==> src/ccu_pkg.sv <==
// ---------------------------------------------------------------------
// Core communications unit package
// Sizes, BIU function codes and the structs shared by all stages
// ---------------------------------------------------------------------

package ccu_pkg;

    localparam int NUM_REQ         = 2;
    localparam int REQ_IDX_WIDTH   = $clog2(NUM_REQ);
    localparam int LINE_ADDR_WIDTH = 6;
    localparam int WORD_WIDTH      = 32;
    localparam int LINE_WORDS      = 4;
    localparam int LINE_WIDTH      = LINE_WORDS * WORD_WIDTH;
    localparam int BEAT_IDX_WIDTH  = $clog2(LINE_WORDS);
    localparam int WORD_ADDR_WIDTH = LINE_ADDR_WIDTH + BEAT_IDX_WIDTH;
    localparam int MEM_RD_LATENCY  = 2;

    typedef enum logic {
        BIU_FUNC_READ  = 1'b0,
        BIU_FUNC_WRITE = 1'b1
    } biu_func_e;

    // One line request as presented by a requestor
    typedef struct packed {
        logic                       we;
        logic [LINE_ADDR_WIDTH-1:0] addr;
        logic [LINE_WIDTH-1:0]      data;
    } ccu_req_t;

    typedef struct packed {
        biu_func_e                  func;
        logic [LINE_ADDR_WIDTH-1:0] addr;
        logic [LINE_WIDTH-1:0]      data;
    } biu_cmd_t;

    // A single word access toward the line store
    typedef struct packed {
        logic                       we;
        logic [WORD_ADDR_WIDTH-1:0] addr;
        logic [WORD_WIDTH-1:0]      data;
    } mem_beat_t;

endpackage
==> src/ccu_biu.sv <==
// ---------------------------------------------------------------------
// CCU bus interface unit
// Splits a line command into word beats and gathers read words back
// ---------------------------------------------------------------------

`timescale 1ns/1ps

module ccu_biu import ccu_pkg::*; (
    input  logic                  clk,
    input  logic                  i_rst_n,

    input  logic                  i_en,
    input  biu_cmd_t              i_cmd,
    output logic                  o_done,
    output logic [LINE_WIDTH-1:0] o_data,

    output logic                  o_beat_valid,
    output mem_beat_t             o_beat,
    input  logic                  i_rd_valid,
    input  logic [WORD_WIDTH-1:0] i_rd_data
);

    typedef enum logic [2:0] {
        BIU_IDLE,
        BIU_ISSUE,
        BIU_COLLECT,
        BIU_DONE,
        BIU_DRAIN
    } biu_state_e;

    biu_state_e                state_r;
    biu_state_e                state_next;
    biu_cmd_t                  cmd_r;
    logic [BEAT_IDX_WIDTH-1:0] beat_cnt_r;
    logic [BEAT_IDX_WIDTH-1:0] ret_cnt_r;
    logic [LINE_WIDTH-1:0]     line_r;
    logic                      last_beat;
    logic                      last_ret;

    assign last_beat = (beat_cnt_r == BEAT_IDX_WIDTH'(LINE_WORDS - 1));
    assign last_ret  = (ret_cnt_r == BEAT_IDX_WIDTH'(LINE_WORDS - 1));

    always_comb begin
        state_next = state_r;
        case (state_r)
            BIU_IDLE: begin
                if (i_en) begin
                    state_next = BIU_ISSUE;
                end
            end
            BIU_ISSUE: begin
                if (last_beat) begin
                    state_next = (cmd_r.func == BIU_FUNC_WRITE) ? BIU_DONE : BIU_COLLECT;
                end
            end
            BIU_COLLECT: begin
                if (i_rd_valid && last_ret) begin
                    state_next = BIU_DONE;
                end
            end
            BIU_DONE: begin
                state_next = BIU_DRAIN;
            end
            // Hold here while the arbiter still drives enable
            BIU_DRAIN: begin
                if (!i_en) begin
                    state_next = BIU_IDLE;
                end
            end
            default: begin
                state_next = BIU_IDLE;
            end
        endcase
    end

    always_ff @(posedge clk or negedge i_rst_n) begin
        if (!i_rst_n) begin
            state_r    <= BIU_IDLE;
            beat_cnt_r <= '0;
            ret_cnt_r  <= '0;
        end else begin
            state_r <= state_next;
            if (state_r == BIU_IDLE && i_en) begin
                beat_cnt_r <= '0;
                ret_cnt_r  <= '0;
            end else begin
                if (state_r == BIU_ISSUE) begin
                    beat_cnt_r <= beat_cnt_r + 1'b1;
                end
                if (i_rd_valid) begin
                    ret_cnt_r <= ret_cnt_r + 1'b1;
                end
            end
        end
    end

    // Read words come back in issue order, so the return count is the slot
    always_ff @(posedge clk) begin
        if (state_r == BIU_IDLE && i_en) begin
            cmd_r <= i_cmd;
        end
        if (i_rd_valid) begin
            line_r[ret_cnt_r * WORD_WIDTH +: WORD_WIDTH] <= i_rd_data;
        end
    end

    assign o_done       = (state_r == BIU_DONE);
    assign o_data       = line_r;
    assign o_beat_valid = (state_r == BIU_ISSUE);
    assign o_beat.we    = (cmd_r.func == BIU_FUNC_WRITE);
    assign o_beat.addr  = {cmd_r.addr, beat_cnt_r};
    assign o_beat.data  = cmd_r.data[beat_cnt_r * WORD_WIDTH +: WORD_WIDTH];

    assert property (@(posedge clk) disable iff (!i_rst_n)
        i_rd_valid |-> (state_r != BIU_IDLE))
        else $error("ccu_biu: read data returned with no transaction open");

    // The store must answer each read beat after exactly the fixed latency
    assert property (@(posedge clk) disable iff (!i_rst_n)
        (o_beat_valid && !o_beat.we) |-> ##MEM_RD_LATENCY i_rd_valid)
        else $error("ccu_biu: read word missing at the expected cycle");

endmodule

==> config.mk <==
export PLATFORM = sky130hd
export DESIGN_NAME = ccu_biu
export DESIGN_NICKNAME = d
export VERILOG_FILES = /design/src/ccu_pkg.sv /design/src/ccu_biu.sv
export SDC_FILE = /design/constraint.sdc
export NUM_CORES = 1
export LEC_CHECK = 0
export BUFFER_PORTS_ARGS = -buffer_cell sky130_fd_sc_hd__buf_2
export CORE_MARGIN = 1
export CORE_UTILIZATION = 54
export CTS_CLUSTER_SIZE = 30
export DETAILED_ROUTE_END_ITERATION = 8
export GPL_TIMING_DRIVEN = 0
export PLACE_DENSITY = 0.85
export SYNTH_ARGS = -nofsm -noshare
export SYNTH_HDL_FRONTEND = slang
export SYNTH_SLANG_ARGS = --single-unit
==> constraint.sdc <==
create_clock -name clk -period 17.69 [get_ports clk]
set_clock_uncertainty 0.15 [all_clocks]
set_input_delay 0.8845 -clock clk [delete_from_list [all_inputs] [get_ports clk]]
set_output_delay 0.8845 -clock clk [all_outputs]
set_load 0.005 [all_outputs]
### After elaboration in Yosys (flattened, before gate mapping)

Cells that the tools add are included.

* register bits after elaboration: 270
* bits in latches: 0
* RAM bits: 0
* ROM bits: 0
* output and inout port bits: 171
* word-level logic and storage cells: 40
* memories kept: 0

* $add $sub $neg: 3
* multipliers: 0
* div/mod/pow operators: 0
* $lt $le $gt $ge: 0
* equal/unequal tests: 10
* shift-type cells: 3
* muxes and demuxes: 11
* bitwise gates (word level): 0
* reductions and logical operators: 6

Operator list (number)
* $bwmux W128: 1
* $shift A32 B34 Y128 const A: 1
* $shiftx A128 B8 Y32: 1
* $shiftx A32 B34 Y128: 1
* $neg A7 Y34: 1
* $pmux W3 S5: 1
* $mux W3: 4
* $mux W2: 4
* $eq A3 B2 Y1 const B: 2
* $ne A2 B2 Y1 const B: 3
* $add A2 B1 Y2 const B: 2
* $eq A2 B2 Y1 const B: 2
* $reduce_and A4 Y1: 1
* $reduce_bool A2 Y1: 2
* $eq A3 B1 Y1 const B: 1
* $eq A3 B3 Y1 const B: 1
* $logic_not A3 Y1: 1
* $logic_and A1 B1 Y1: 2
* $ne A2 B1 Y1 const B: 1
* $mux W1: 1

### Depth between registers and ports, before layout

* depth after elaboration: 4
* gate-level depth with buffers: 6
* depth with buffers taken out: 5

### Worst setup path before layout

No wires, ideal clock.

* path type: input to register
* start point: input i_en
* end point: register cmd_r[0] (netlist bit), enable pin
* data arrival time: 7089 ps
* slack: 9814 ps
* stages on the path: 2
* buffers on the path: 0
* path through: or3b_2 > nor2_1

* cells in the longest elaborated chain, start to end: 1

RTL lines
* from (decl): line ccu_biu.sv:12 `input logic i_en,`
* $logic_and A1 B1 Y1: line ccu_biu.sv:99 `if (state_r == BIU_IDLE && i_en) begin`
* to (signal assigned): line ccu_biu.sv:100 `cmd_r <= i_cmd;`
* to (decl): line ccu_biu.sv:33 `biu_cmd_t cmd_r;`

No other way between the ends.
A chain may end at the register's enable or synchronous reset.

==> flow_summary.json <==
{
  "syn_inst": 496,
  "multiInputGateArea_um2": 1840,
  "p_leak_nw": 5.12,
  "vias": 5830,
  "synth.distinct_cells": 26,
  "yosysTopAreaCell": "edfxtp_1",
  "path_clk_slew_ns": 0.06,
  "cts.sinks": 270,
  "worst_setup_path_start_kind": "register",
  "synth_top_area_share_pct": 78.6,
  "max_freq_mhz": 306,
  "hold_viol_final": 0,
  "drtPass1Iterations": 6,
  "grt_first_pass_wirelength_mm": 34.1,
  "io_buffers": 341,
  "areaGrowthSynthToFinish_pct": 29.4,
  "finalCritPeriodShare_pct": 18.5,
  "whs_ns": 0.0534,
  "rsz0062_at_grt": "false",
  "avgRoutedWirePerCell_um": 20.7,
  "critPathRequiredTime_ns": 16.66,
  "hold_buffers": 0,
  "final_max_slew_viol_count": 0,
  "post-place-cells": 1070,
  "place_congestion": 0.824,
  "yosys_warnings": 0,
  "post-route-drc-count": 34,
  "drt-total-wl_mm": 23.3,
  "grt_max_degree": 39,
  "cts_root_buf": "clkbuf_16",
  "layout-drive-gt1-share_pct": 49.7,
  "core_area_um2": 18100,
  "dp_hpwl_mm": 16.7,
  "drv_cap": 0,
  "ir_drop_mv": 0.100,
  "antenna_found_initial": 5,
  "outcome": "finished with violations",
  "synthTopCellsByArea": "edfxtp_1, and2_1, mux4_2",
  "ioPinCount": 342,
  "tritoncts": "done",
  "min_period_ns": 3.27,
  "filler_cell_count": 1131,
  "cts_resized": 0,
  "fin_setup_tns_ns": 0,
  "die_w_um": 138,
  "start_util_pct": 55.5,
  "grtUsageTotal_pct": 24.1,
  "hold_class": "input port to async pin",
  "finalSetupViolations": 0,
  "p_per_area_nw_per_um2": 157,
  "dieArea_um2": 19200,
  "ys_seq_area_share_pct": 80.4,
  "tightest_slew_ns": 0.921,
  "clk_latency_ns": 0.51,
  "fp.dieH_um": 138,
  "final_cell_mix": "buf_2, edfxtp_1, and2_1, mux4_2, clkbuf_16",
  "post-cts-setup-buffers": 0,
  "seqCellArea_um2": 8070,
  "syn-num-nets": 673,
  "ys_ff_latch": 270,
  "rows": 49,
  "grt-ovfl-total": 0,
  "cts_max_path_buffers": 3,
  "crit_type": "register to output pin",
  "violations": "design-rule violations",
  "slew_headroom_pct": 38.6,
  "post_drt_via_cell_ratio": 5.20,
  "syn_area_um2": 10000,
  "drt-initial-drc-count": 340,
  "grt_pass1_vias": 5832,
  "htreeDepth": 1,
  "cp_data_arrival_time_ns": 2.23,
  "layout_commonest_cell": "buf_2",
  "syn_avg_cell_area_um2": 20.3,
  "crit_fanout": 10,
  "end_kind": "output pin",
  "cts_buffers": 27,
  "finish.net_count": 1047,
  "stdcell_count": 1122,
  "drtAntennaViolNets": 0
}
[registers in the layout, indices dropped and copies added (netlist names)]
register	flops
state_r	3
beat_cnt_r	2
ret_cnt_r	2
o_beat	7
o_data	128
cmd_r	128
[layout make-up]
class	instances	share of cell area, %
Antenna cell	3	0.0577
Buffer	25	1.05
Clock buffer	33	5.45
Clock inverter	16	1.18
Inverter	3	0.0866
Multi-Input combinational cell	198	14.1
Sequential cell	270	62.1
Tap cell	229	2.20
Timing Repair Buffer	345	13.7
[per-layer routing]
metal | vias up | GRT usage, % | routed length (um)
li1 | 2627 | - | -
met1 | 2884 | 29.7 | 8690
met2 | 255 | 41.8 | 12200
met3 | 60 | 4.99 | 1520
met4 | 4 | 9.88 | 828
met5 | - | 0 | 33
[report_power, final]
group	switching, mW	internal (mW)
Sequential	0.0430	0.901
Combinational	0.296	0.246
Clock	0.226	0.327
Total	0.565	1.47
[worst paths after layout]
path                               start            end  slack, ns  cells past startpoint
setup / recovery           beat_cnt_r[1]     o_beat[19]      14.42                      4
min in group clk               i_cmd[96]      cmd_r[96]       0.39                      1
setup reg to reg            ret_cnt_r[0]    o_data[124]      15.11                      6
hold / removal                   i_rst_n  beat_cnt_r[0]       0.05                      1
hold reg to reg             ret_cnt_r[1]   ret_cnt_r[1]       0.44                      2
max in group asynchronous        i_rst_n     state_r[0]      17.17                      1
[per-stage QoR]
step	total power, mW	instance area [um2]	worst slack, ns	utilization [%]
3_3_place_gp	1.50	12000	7.72	66.6
2_1_floorplan	1.27	10000	9.81	-
3_5_place_dp	1.50	12100	14.73	67.1
6_report	2.04	13000	14.42	71.9
5_1_grt	2.12	13000	14.31	71.9
4_1_cts	2.06	13000	14.38	71.8
[worst max-delay path: stages (launching register included)]
cell and delay, ns:
dfrtp_1 0.39, clkbuf_1 0.27, clkbuf_1 0.52, mux4_2 0.40, buf_2 0.14
[logic make-up (layout without fill, tap and decap cells)]
kind of cell,count (synthesis),after routing,share of synthesized area (%)
and+or+nand+nor,152,152,9.62
AOI/OAI and AO/OA,3,3,0.162
other,0,3,0
xor gates and xnor gates,2,2,0.174
DFF,270,270,80.4
muxes,35,35,7.47
adders and majority gates,6,6,0.747
buffers and inverters,28,422,1.47
[cell usage after synthesis]
master,instances
dfrtp_1,7
nor3b_1,1
buf_2,5
nor3b_4,1
clkbuf_2,2
and4bb_1,1
a31oi_1,1
mux4_2,32
nor2_1,7
nor3_2,2
and2_1,132
and2b_1,1
clkbuf_1,9
or3b_2,1
a21oi_1,1
nor2b_1,2
inv_1,3
o21ai_0,1
ha_1,6
edfxtp_1,263
buf_4,9
nor3b_2,1
xnor2_1,2
nand2_1,2
nand2b_1,1
mux2i_1,3
No activity file was read; power rests on OpenSTA's default activity.
