## src/ccu_pkg.sv

```systemverilog
// ---------------------------------------------------------------------
// Core communications unit package
// Sizes, BIU function codes and the structs shared by all stages
// ---------------------------------------------------------------------

package ccu_pkg;

    localparam int NUM_REQ         = 2;
    localparam int REQ_IDX_WIDTH   = $clog2(NUM_REQ);
    localparam int LINE_ADDR_WIDTH = 6;
    localparam int WORD_WIDTH      = 32;
    localparam int LINE_WORDS      = 4;
    localparam int LINE_WIDTH      = LINE_WORDS * WORD_WIDTH;
    localparam int BEAT_IDX_WIDTH  = $clog2(LINE_WORDS);
    localparam int WORD_ADDR_WIDTH = LINE_ADDR_WIDTH + BEAT_IDX_WIDTH;
    localparam int MEM_RD_LATENCY  = 2;

    typedef enum logic {
        BIU_FUNC_READ  = 1'b0,
        BIU_FUNC_WRITE = 1'b1
    } biu_func_e;

    // One line request as presented by a requestor
    typedef struct packed {
        logic                       we;
        logic [LINE_ADDR_WIDTH-1:0] addr;
        logic [LINE_WIDTH-1:0]      data;
    } ccu_req_t;

    typedef struct packed {
        biu_func_e                  func;
        logic [LINE_ADDR_WIDTH-1:0] addr;
        logic [LINE_WIDTH-1:0]      data;
    } biu_cmd_t;

    // A single word access toward the line store
    typedef struct packed {
        logic                       we;
        logic [WORD_ADDR_WIDTH-1:0] addr;
        logic [WORD_WIDTH-1:0]      data;
    } mem_beat_t;

endpackage
```

## src/ccu_arb.sv

```systemverilog
// ---------------------------------------------------------------------
// CCU arbiter
// Fixed-priority pick of one line request, forwarded to the BIU
// ---------------------------------------------------------------------

`timescale 1ns/1ps

module ccu_arb import ccu_pkg::*; (
    input  logic                  clk,
    input  logic                  i_rst_n,

    // Requestor side
    input  logic [NUM_REQ-1:0]    i_req_valid,
    input  ccu_req_t              i_req [0:NUM_REQ-1],
    output logic [NUM_REQ-1:0]    o_req_grant,
    output logic [NUM_REQ-1:0]    o_req_done,
    output logic [LINE_WIDTH-1:0] o_req_data,

    // BIU side
    output logic                  o_biu_en,
    output biu_cmd_t              o_biu_cmd,
    input  logic                  i_biu_done,
    input  logic [LINE_WIDTH-1:0] i_biu_data
);

    typedef enum logic [1:0] {
        ARB_IDLE,
        ARB_BUSY,
        ARB_DONE
    } arb_state_e;

    arb_state_e               state_r;
    arb_state_e               state_next;
    logic [REQ_IDX_WIDTH-1:0] pick_idx;
    logic [REQ_IDX_WIDTH-1:0] idx_r;
    logic                     any_valid;
    logic [NUM_REQ-1:0]       grant_next;
    logic [NUM_REQ-1:0]       done_next;
    logic                     biu_en_next;
    logic [NUM_REQ-1:0]       granted_r;

    // Lowest valid index wins, so scan from the top down
    always_comb begin
        pick_idx  = '0;
        any_valid = 1'b0;
        for (int i = NUM_REQ - 1; i >= 0; i--) begin
            if (i_req_valid[i]) begin
                pick_idx  = REQ_IDX_WIDTH'(i);
                any_valid = 1'b1;
            end
        end
    end

    // The winner is captured only while idle and held for the whole transaction
    always_ff @(posedge clk or negedge i_rst_n) begin
        if (!i_rst_n) begin
            idx_r <= '0;
        end else if (state_r == ARB_IDLE) begin
            idx_r <= pick_idx;
        end
    end

    always_comb begin
        state_next  = state_r;
        grant_next  = '0;
        done_next   = '0;
        biu_en_next = 1'b0;
        case (state_r)
            ARB_IDLE: begin
                if (any_valid) begin
                    grant_next[pick_idx] = 1'b1;
                    state_next           = ARB_BUSY;
                end
            end
            ARB_BUSY: begin
                // BIU enable tracks the winner's valid, one cycle behind
                biu_en_next      = i_req_valid[idx_r];
                done_next[idx_r] = i_biu_done;
                if (i_biu_done) begin
                    state_next = ARB_DONE;
                end
            end
            ARB_DONE: begin
                state_next = ARB_IDLE;
            end
            default: begin
                state_next = ARB_IDLE;
            end
        endcase
    end

    always_ff @(posedge clk or negedge i_rst_n) begin
        if (!i_rst_n) begin
            state_r     <= ARB_IDLE;
            o_req_grant <= '0;
            o_req_done  <= '0;
            o_biu_en    <= 1'b0;
        end else begin
            state_r     <= state_next;
            o_req_grant <= grant_next;
            o_req_done  <= done_next;
            o_biu_en    <= biu_en_next;
        end
    end

    // Command follows the latched winner every cycle
    always_ff @(posedge clk) begin
        o_biu_cmd.func <= i_req[idx_r].we ? BIU_FUNC_WRITE : BIU_FUNC_READ;
        o_biu_cmd.addr <= i_req[idx_r].addr;
        o_biu_cmd.data <= i_req[idx_r].data;
        o_req_data     <= i_biu_data;
    end

    // Grant that opened the transaction in flight
    always_ff @(posedge clk or negedge i_rst_n) begin
        if (!i_rst_n) begin
            granted_r <= '0;
        end else if (|o_req_grant) begin
            granted_r <= o_req_grant;
        end
    end

    assert property (@(posedge clk) disable iff (!i_rst_n)
        $onehot0(o_req_grant | o_req_done))
        else $error("ccu_arb: grant and done overlap or have more than one bit set");

    // Done must land on the requestor that won the arbitration
    assert property (@(posedge clk) disable iff (!i_rst_n)
        (|o_req_done) |-> (o_req_done == granted_r))
        else $error("ccu_arb: done sent to a requestor that was not granted");

endmodule

```

## config.mk

```make
export PLATFORM = sky130hd
export DESIGN_NAME = ccu_arb
export DESIGN_NICKNAME = d
export VERILOG_FILES = /design/src/ccu_pkg.sv /design/src/ccu_arb.sv
export SDC_FILE = /design/constraint.sdc
export NUM_CORES = 1
export LEC_CHECK = 0
export ABC_CLOCK_PERIOD_IN_PS = 1400
export BUFFER_PORTS_ARGS = -buffer_cell sky130_fd_sc_hd__buf_4
export CORE_AREA = 2 2 259 261
export CTS_CLUSTER_DIAMETER = 30
export DETAILED_ROUTE_END_ITERATION = 10
export DIE_AREA = 0 0 261 263
export GPL_ROUTABILITY_DRIVEN = 0
export PLACE_DENSITY = 0.38
export SLEW_MARGIN = 20
export SYNTH_ARGS = -nofsm -noshare
export SYNTH_HDL_FRONTEND = slang
export SYNTH_SLANG_ARGS = --single-unit
```

## constraint.sdc

```tcl
create_clock -name clk -period 1.4 [get_ports clk]
set_input_delay 0.28 -clock clk [delete_from_list [all_inputs] [get_ports clk]]
set_output_delay 0.28 -clock clk [all_outputs]
set_load 0.1 [all_outputs]
```

; ---- After elaboration in Yosys (flattened, before gate mapping)
; Index checks and enable logic that the tools add are counted.
[op_classes]
n_addsub = 0
mul = 0
div = 0
order_cmp = 5
eq_ne = 3
shift = 0
n_mux = 20
bitwise = 2
n_reduce_logical = 4
[ops]
columns = operator, n
row1 = 135-bit two-way mux, 3
row2 = 2-bit two-way mux, 5
row3 = 1-bit two-way mux, 9
row4 = "1-bit by 2-bit less-than comparator with 1-bit output, second input constant", 2
row5 = "2-bit != test, second input constant", 2
row6 = 2-bit one-hot mux with 2 select lines, 1
row7 = 2-bit AND, 1
row8 = 1-bit demux with 1-bit select, 2
row9 = "2-bit by 1-bit == test with 1-bit output, second input constant", 1
row10 = "1-bit >= comparator, second input constant", 2
row11 = "2-bit >= comparator, second input constant", 1
row12 = 1-bit logical AND, 2
row13 = 2-bit logical NOT, 1
row14 = 1-bit NOT with 2-bit output, 1
row15 = 2-bit AND reduction, 1
[totals]
register_bits = 271
latch_bits = 0
mem_bits_rw = 0
romBits = 0
inputBits = 403
wordCells = 43
mem_count = 0

; ---- Logic depth before layout (Yosys ltp)
; Gate-level depths: netlist of run 1.
[logic_depth]
word_depth = 8
depth_mapped = 3

; ---- Worst setup path before layout of run 1
; No wires, ideal clock.
[synth_path]
path_kind = flip-flop to output port
start = register o_biu_cmd[0] (netlist name)
end = output port o_biu_cmd[0] (netlist name)
arrival_ns = 0.909
t_required_ns = 1.120
setup_slack_ns = 0.211
stages_incl_launch_ff = 1
path_cell_list = dfxtp_1
[synth_rtl]
columns = element, line_no
row1 = from (decl), ccu_arb.sv:21  ; output biu_cmd_t o_biu_cmd,
; No word-level cell between the ends.

; ---- Worst setup path in the final report of run 1
[layout_path]
start = register o_req_done[0]
end = output port o_req_done[0]
[layout_rtl]
columns = element, line_no
row1 = from (decl), ccu_arb.sv:16  ; output logic [NUM_REQ-1:0] o_req_done,
row2 = from (signal assigned), ccu_arb.sv:101  ; o_req_done <= done_next;
; No word-level cell between the ends.

==> results of run 1 <==
==> cell families (layout without fill, tap and decap cells) <==
logic type / count (synthesis) / in the layout / share of synthesized area, %
compound gates: 2 / 2 / 0.173
buf+inv: 15 / 1230 / 2.06
flops: 271 / 271 / 75.8
mux: 136 / 136 / 21.2
other cells: 0 / 1 / 0
simple gates: 8 / 8 / 0.781
==> area by class of cell <==
class	instances	area [sq um]	area share, %
Timing Repair Buffer	1089	12600	52.8
Clock inverter	42	647	2.71
Antenna cell	1	2.50	0.0105
Multi-Input combinational cell	146	1600	6.69
Tap cell	864	1080	4.53
Sequential cell	271	5810	24.3
Clock buffer	99	2130	8.92
==> per-layer routing <==
layer,share of wire (%),global-route usage (%)
met1,32,9.66
met3,9.4,4.28
met5,0,0
met4,4.9,6.20
met2,54,20.0
==> where the power goes <==
group | internal [W] | leakage, nW | switching, W | total, W
Combinational | 0.00699 | 6.76 | 0.0100 | 0.0170
Sequential | 0.00917 | 2.33 | 0.00101 | 0.0102
Clock | 0.0127 | 1.34 | 0.00560 | 0.0183
Total | 0.0288 | 10.4 | 0.0166 | 0.0455
==> per-stage QoR <==
| step | utilization (%) | setup TNS [ns] | power [W] |
|---|---|---|---|
| final | 36.4 | -0.476 | 0.0455 |
| after global routing | 36.4 | -10.72 | 0.0469 |
| after CTS | 36.4 | -9.59 | 0.0458 |
| after detailed placement | 20.4 | 0 | 0.0227 |
| after global placement | 20.4 | 0 | 0.0227 |
| after floorplan | - | 0 | 0.0192 |
==> what timing repair did <==
action,4_1_cts,5_1_grt
setup endpoints to repair,268,267
setup buffers,0,0
hold buffers,402,0
hold endpoints to repair,277,0
gates resized for setup,1069,2
==> state kept, by name (all words and copies together) (netlist names) <==
| name | flops |
|---|---|
| o_biu_en | 1 |
| o_req_grant | 2 |
| state_r | 2 |
| o_req_done | 2 |
| o_biu_cmd | 135 |
| o_req_data | 128 |
| idx_r | 1 |
==> layout by cell type (no fill, tap or decap), drive strengths merged, types with 2 or more instances in the layout <==
| master | count |
|---|---|
| buf | 687 |
| dlygate4sd3 | 402 |
| dfxtp | 263 |
| mux2 | 135 |
| clkbuf | 99 |
| clkinv | 26 |
| bufinv | 10 |
| dfrtp | 8 |
| clkinvlp | 5 |
| nor3b | 2 |
==> worst max-delay path by stage <==
| stage | startpoint | end | cells after the start |
|---|---|---|---|
| 5_1_grt | o_req_done[0] | o_req_done[0] | 1 |
| 4_1_cts | o_req_done[0] | o_req_done[0] | 1 |
| 6_report | o_req_done[0] | o_req_done[0] | 1 |
| 3_5_place_dp | idx_r | o_biu_cmd[35] | 3 |
| 2_1_floorplan | o_biu_cmd[0] | o_biu_cmd[0] | 0 |
| 3_3_place_gp | idx_r | o_biu_cmd[41] | 3 |
==> cells in the mapped netlist <==
master,instances,area (sq um)
mux2_2,135,1520
nor4b_1,1,8.76
buf_6,11,124
buf_4,2,15.0
nor2b_1,1,6.26
dfrtp_1,8,200
buf_2,2,10.0
and3b_1,1,8.76
o21ai_0,1,5.00
nor3b_1,2,15.0
nand2b_1,1,6.26
dfxtp_1,263,5270
nor3_1,1,5.00
mux2i_1,1,10.0
a211oi_1,1,7.51
and2_1,1,6.26
==> impl_results.md, run 1 <==
- I/O Pins: 671
- Largest net degree at the start of global routing: 20
- Slew Limit Fails: 0
- Tcrit/Tclk final: 104%
- Maximum clock path buffer count: 3
- Wire per inst: 15.1 um
- Post-synthesis cell count: 432
- Fin area: 23900 sq um
- Share of layout cells above drive strength 1: 73.9%
- WS Path Type: reg -> out
- First-pass GRT wire length: 55.5 mm
- Worst-path maximum fanout: 1
- Synth Register Bits: 271
- Layout Nets: 1988
- Inst Count DP: 1968
- Initial drt markers: 167
- Avg Inst Size Synth: 16.7 sq um
- Final setup fails: 36
- Cell count of the worst reg-to-reg path: 3
- Routed Antenna Nets: 0
- Vias per std cell: 3.21
- Fin. Hold Viols: 0
- Status: finished, violations left
- RSZ-0062 raised after global routing: yes
- Maximum vdd drop: 1150 uV
- Worst R2R Setup Slack: 0.08 ns
- Synth unique cells: 16
- CP required: 1.12 ns
- Hold Slack: 0.0626 ns
- Tightest Pin Transition: 0.364 ns
- DR pass1 iterations: 4
- Synthesized Nets: 835
- Crit path cell chain: buf_12
- # DRC: 0
- CP delay by family, top: flip-flops
- DP Area: 13400 sq um
- Max-cap violation count: 0
- Die ar.: 68600 sq um
- Placeable core area: 65600 sq um
- Initial Util: 11.0%
- H-Tree Depth: 3
- Power Dens Cells: 1900 nW/um^2
- Total track usage: 10.7%
- Final WL: 38.0 mm
- Port Buffers: 670
- Slew headroom: 75.4%
- Num CTS Buffers: 77
- YS warnings: 0
- Critical Path Source Type: flop
- Vias in the first global route: 9615
- Leakage: 10.4 nW
- Fill cell count: 6023
- Failing checks: negative setup slack
- CP arrival: 1.18 ns
- Fmax: 684 MHz
- RR Endpoint: o_biu_cmd[53]
- Area growth syn-to-layout: 231%
- Worst-path clk slew: 0.04 ns
- CP max stage cell: dfrtp_1
- Clk root buf: clkbuf_16
- Fin crit period: 1.46 ns
- Clk sinks: 271
- Initial antenna violation count: 1
- Clk_skew: 0.0250 ns
- Post-route insts no fill: 2512
- # rows: 94
- Min-delay worst type: in -> async
- Die Wd: 261 um
- Dpl ws: 0.0798 ns
- Max incr delay on CP: 0.40 ns
- RR Startpoint: idx_r
- Hpwl dp: 24.2 mm
- Clock insertion delay at the later pin of the skew report: 0.61 ns
- CTS tree: built
- Sequential share of the synthesized area: 75.8%
- CP bufs+invs: 1
- DIE HEIGHT: 263 um
- Final worst slack: -0.0621 ns
- Via count: 8074
- Synthesized area: 7210 sq um
- Critical Path Sink Type: output port
- Global route overflow: 0
(Power assumes the default switching activity.)
==> run 2: changes to the inputs <==
Settings changed: REMOVE_ABC_BUFFERS from default to 1.
==> impl_results.md, run 2 (synthesized netlist as in run 1, its figures left out) <==
- Via count: 8096
- Tightest Pin Transition: 0.348 ns
- Maximum vdd drop: 1280 uV
- Critical Path Source Type: flop
- Initial drt markers: 172
- Hold Slack: 0.0786 ns
- Max reg flops: 135
- Leakage: 10.5 nW
- CP max stage cell: dfxtp_4
- Failing checks: negative setup slack
- Power Dens Cells: 1950 nW/um^2
- Vias per std cell: 3.22
- Final WL: 39.3 mm
- Initial antenna violation count: 1
- Port Buffers: 670
- N_diodes: 0
- I/O Pins: 671
- Share of layout cells above drive strength 1: 73.9%
- Wire per inst: 15.6 um
- CTS tree: built
- Die ar.: 68600 sq um
- CP arrival: 1.16 ns
- Fill cell count: 6002
- Area growth syn-to-layout: 233%
- # DRC: 0
- First-pass GRT wire length: 57.0 mm
- Final worst slack: -0.0436 ns
- Dpl ws: 0.0786 ns
- Max-cap violation count: 0
- Total track usage: 11.1%
- Placeable core area: 65600 sq um
- Maximum clock path buffer count: 3
- Fin. Hold Viols: 0
- Fmax: 693 MHz
- Status: finished, violations left
- WS Path Type: reg -> out
- Tcrit/Tclk final: 103%
- Vias in the first global route: 9650
- Die Wd: 261 um
- H-Tree Depth: 3
- Slew headroom: 76.5%
- Initial Util: 11.0%
- Worst-path maximum fanout: 1
- Worst-path clk slew: 0.04 ns
- Layout Nets: 1988
- Routed Antenna Nets: 0
- Clk_skew: 0.0176 ns
- Critical Path Sink Type: output port
- Area of the multi-input gates: 1600 sq um
- Crit path cell chain: buf_12
- RSZ-0062 raised after global routing: yes
- CP delay by family, top: flip-flops
- Most frequent cells in the layout: buf_4, dlygate4sd3_1, buf_12
- Final setup fails: 54
- CP bufs+invs: 1
- Slew Limit Fails: 0
- DR pass1 iterations: 3
- Max incr delay on CP: 0.38 ns
- Reg area: 5820 sq um
- CP required: 1.12 ns
- Clk root buf: clkbuf_16
- Num CTS Buffers: 84
- Hpwl dp: 25.7 mm
- Clock insertion delay at the later pin of the skew report: 0.61 ns
- Top reg by flops: o_biu_cmd
- Global route overflow: 0
- Min-delay worst type: in -> async
- Commonest non-fill, non-tap cell in the layout: buf_4
- # rows: 94
- Clk sinks: 271
- Fin crit period: 1.44 ns
- Largest net degree at the start of global routing: 44
- Biggest regs: o_biu_cmd: 135 flops, o_req_data: 128 flops
- DIE HEIGHT: 263 um
run 2: area by class of cell:
cell class / count / share of cell area (%)
Clock inverter: 53 / 3.09
Tap cell: 864 / 4.50
Multi-Input combinational cell: 146 / 6.66
Clock buffer: 102 / 9.38
Sequential cell: 271 / 24.2
Timing Repair Buffer: 1082 / 52.1
run 2: final timing paths:
path                                 startpoint         endpoint  slack, ns  cells after the start
worst max register to register            idx_r    o_biu_cmd[50]       0.08                      3
worst min register to register       state_r[0]   o_req_grant[0]       0.53                      1
min in group clk                i_biu_data[117]  o_req_data[117]       0.32                      2
worst max-delay path             o_biu_cmd[131]   o_biu_cmd[131]      -0.04                      1
max in group asynchronous               i_rst_n            idx_r       1.17                      2
worst min-delay path                    i_rst_n    o_req_done[0]       0.08                      2
run 2: through the flow:
stage	utilization, %	area, sq um	power (W)	std cells	TNS (ns)
3_3_place_gp	20.3	13300	0.0226	1961	0
5_1_grt	36.6	24000	0.0483	2518	-14.85
3_5_place_dp	20.3	13300	0.0226	1961	0
4_1_cts	36.6	24000	0.0472	2518	-13.80
2_1_floorplan	-	7060	0.0171	417	-315.71
6_report	36.6	24000	0.0468	2518	-0.700
run 2: what timing repair did:
action | 4_1_cts | 5_1_grt
gates resized for setup | 1068 | 1
hold buffers | 402 | 0
endpoints found under the setup margin | 268 | 268
buffers inserted | 0 | 0
hold endpoints to repair | 277 | 0
run 2: power breakdown:
group          internal [W]  switching, W
Sequential          0.00918       0.00103
Combinational       0.00683        0.0100
Clock                0.0139       0.00582
run 2: per-layer routing:
metal,vias to the layer above,global-route usage [%],wire (um)
li1,3814,-,-
met2,478,20.8,21000
met1,3712,9.74,12300
met5,-,0,10
met3,90,5.33,4370
met4,2,5.54,1580
==> run 3: changes to the inputs <==
Settings changed: ABC_AREA from default to 1, CORE_AREA 2 2 259 261 to 2 2 257 259, DIE_AREA 0 0 261 263 to 0 0 259 261.
==> impl_results.md, run 3 <==
- Initial drt markers: 290
- Port Buffers: 670
- Maximum vdd drop: 2090 uV
- Clock network power share: 32.2%
- Tightest Pin Transition: 0.345 ns
- Largest area contributor in the netlist: dfxtp_1
- Fin. Hold Viols: 0
- Part of the power in combinational logic: 47.5%
- Avg Inst Size Synth: 9.98 sq um
- CP max stage cell: dfrtp_1
- Wire per inst: 15.4 um
- Critical Path Source Type: flop
- Tcrit/Tclk final: 104%
- Internal power: 0.0334 W
- # DRC: 0
- Max reg flops: 135
- Synth cell count leaders: nand2_1, dfxtp_1, buf_2
- Synth top area cells: dfxtp_1, nand2_1, dfrtp_1
- Top-count cell post-synth: nand2_1
- Worst R2R Setup Slack: 0.14 ns
- CP bufs+invs: 1
- Crit path cell chain: buf_12
- Worst-path clk slew: 0.04 ns
- Share of layout cells above drive strength 1: 56.2%
- Fill cell count: 6116
- Total track usage: 12.2%
- Clk sinks: 271
- Fin crit period: 1.45 ns
- WS Path Type: reg -> out
- Num CTS Buffers: 81
- Worst-path maximum fanout: 1
- Busiest metal layer after global routing: met2
- Layout Nets: 2277
- Hold Slack: 0.0603 ns
- Top reg by flops: o_biu_cmd
- RR Startpoint: idx_r
- Final worst slack: -0.0525 ns
- Clk_skew: 0.0137 ns
- Post-synthesis cell count: 733
- CP arrival: 1.17 ns
- Die ar.: 67600 sq um
- H-Tree Depth: 3
- Slew Limit Fails: 0
- Dpl ws: 0.159 ns
- Synthesized area: 7310 sq um
- Vias per std cell: 3.37
- Cell count of the worst reg-to-reg path: 5
- Biggest regs: o_biu_cmd: 135 flops, o_req_data: 128 flops
- RR Endpoint: o_biu_cmd[87]
- Most frequent cells in the layout: nand2_1, buf_4, dlygate4sd3_1
- Initial antenna violation count: 2
- Seq pwr share: 20.3%
- # rows: 94
- Clock insertion delay at the later pin of the skew report: 0.60 ns
- Global route overflow: 0
- Sum of negative setup slack: -0.289 ns
- Via count: 9460
- RSZ-0062 raised after global routing: yes
- Post-synthesis async set-or-reset flop share: 2.95%
- Clk root buf: clkbuf_16
- Met3 usage: 4.88%
- Routed Antenna Nets: 0
- Synth Register Bits: 271
- YS warnings: 0
- Ys flop type: dfxtp_1
- Critical Path Sink Type: output port
- I/O Pins: 671
- Sw Ratio: 43.3%
- Commonest non-fill, non-tap cell in the layout: nand2_1
- Vias in the first global route: 10700
- Largest net degree at the start of global routing: 63
- Maximum clock path buffer count: 3
- Final setup fails: 22
- Status: finished, violations left
- Met1 usage: 12.0%
- Leakage: 11.2 nW
- Max-cap violation count: 0
- Post-synth EDFFs: 0
- Min-delay worst type: in -> async
- NetSw: 0.0254 W
- Yosys top cell area share: 72.0%
- DR pass1 iterations: 6
- Fmax: 688 MHz
- Final WL: 43.3 mm
- DIE HEIGHT: 261 um
- CP required: 1.12 ns
- Area growth syn-to-layout: 229%
- Synth unique cells: 11
- Hpwl dp: 28.5 mm
- Max incr delay on CP: 0.41 ns
- M2 GR Usage: 22.1%
- CP delay by family, top: flip-flops
- Sequential share of the synthesized area: 74.7%
- First-pass GRT wire length: 62.1 mm
- Slew headroom: 77.0%
- Failing checks: negative setup slack
- Power Dens Cells: 2450 nW/um^2
- Die Wd: 259 um
- CTS tree: built
- Initial Util: 11.2%
- Placeable core area: 65000 sq um
- Total power: 0.0588 W
## run 3: how the worst max path moves through the flow
stage,cells after the start,slack (ns),to,startpoint
final,1,-0.05,o_req_grant[0],o_req_grant[0]
after global routing,1,-0.11,o_req_grant[0],o_req_grant[0]
after CTS,1,-0.12,o_req_grant[0],o_req_grant[0]
after detailed placement,5,0.16,o_biu_cmd[35],idx_r
after global placement,5,0.20,o_biu_cmd[54],idx_r
after floorplan,3,-2.86,o_biu_en,idx_r
## run 3: cells by family (layout without fill, tap and decap cells)
group | count (synthesis) | in the layout | synth area share (%)
and+or+nand+nor | 424 | 424 | 21.8
DFF | 271 | 271 | 74.7
buffers and inverters | 37 | 1247 | 3.41
AOI/OAI and AO/OA | 1 | 1 | 0.0684
other | 0 | 2 | 0
## run 3: layout make-up
class | count | area [sq um] | share of cell area (%)
repair buffers | 1088 | 12600 | 52.5
flip-flops and latches | 271 | 5820 | 24.2
clock buffers | 106 | 2250 | 9.37
multi-input cells | 425 | 1600 | 6.65
well taps | 864 | 1080 | 4.50
clock inverters | 46 | 627 | 2.61
inverters | 7 | 28.8 | 0.120
diodes | 2 | 5.00 | 0.0208
## run 3: per-layer routing
| metal | part of all wire, % | vias up |
|---|---|---|
| met2 | 52 | 487 |
| met1 | 34 | 4340 |
| met4 | 4.4 | 0 |
| met5 | 0 | - |
| li1 | - | 4530 |
| met3 | 9.1 | 103 |
## run 3: power by group through the flow
stage          combinational (W)  sequential [W]  clock (W)
3_3_place_gp              0.0222          0.0105          0
3_5_place_dp              0.0223          0.0105          0
4_1_cts                   0.0280          0.0119     0.0193
2_1_floorplan            0.00146          0.0203          0
5_1_grt                   0.0289          0.0121     0.0199
6_report                  0.0279          0.0119     0.0190
## run 3: repair_timing
action	in CTS	in global routing
pin swaps	0	0
setup endpoints to repair	268	268
hold buffers	402	0
resized for setup	1069	3
buffers inserted	0	0
gates cloned	0	0
endpoints found under the hold margin	279	0
## run 3: stage by stage
| step | instances | util [%] | instance area [sq um] |
|---|---|---|---|
| after global placement | 2253 | 20.6 | 13400 |
| after CTS | 2807 | 36.9 | 24000 |
| after floorplan | 703 | - | 7090 |
| final | 2809 | 36.9 | 24000 |
| after detailed placement | 2253 | 20.6 | 13400 |
| after global routing | 2809 | 36.9 | 24000 |
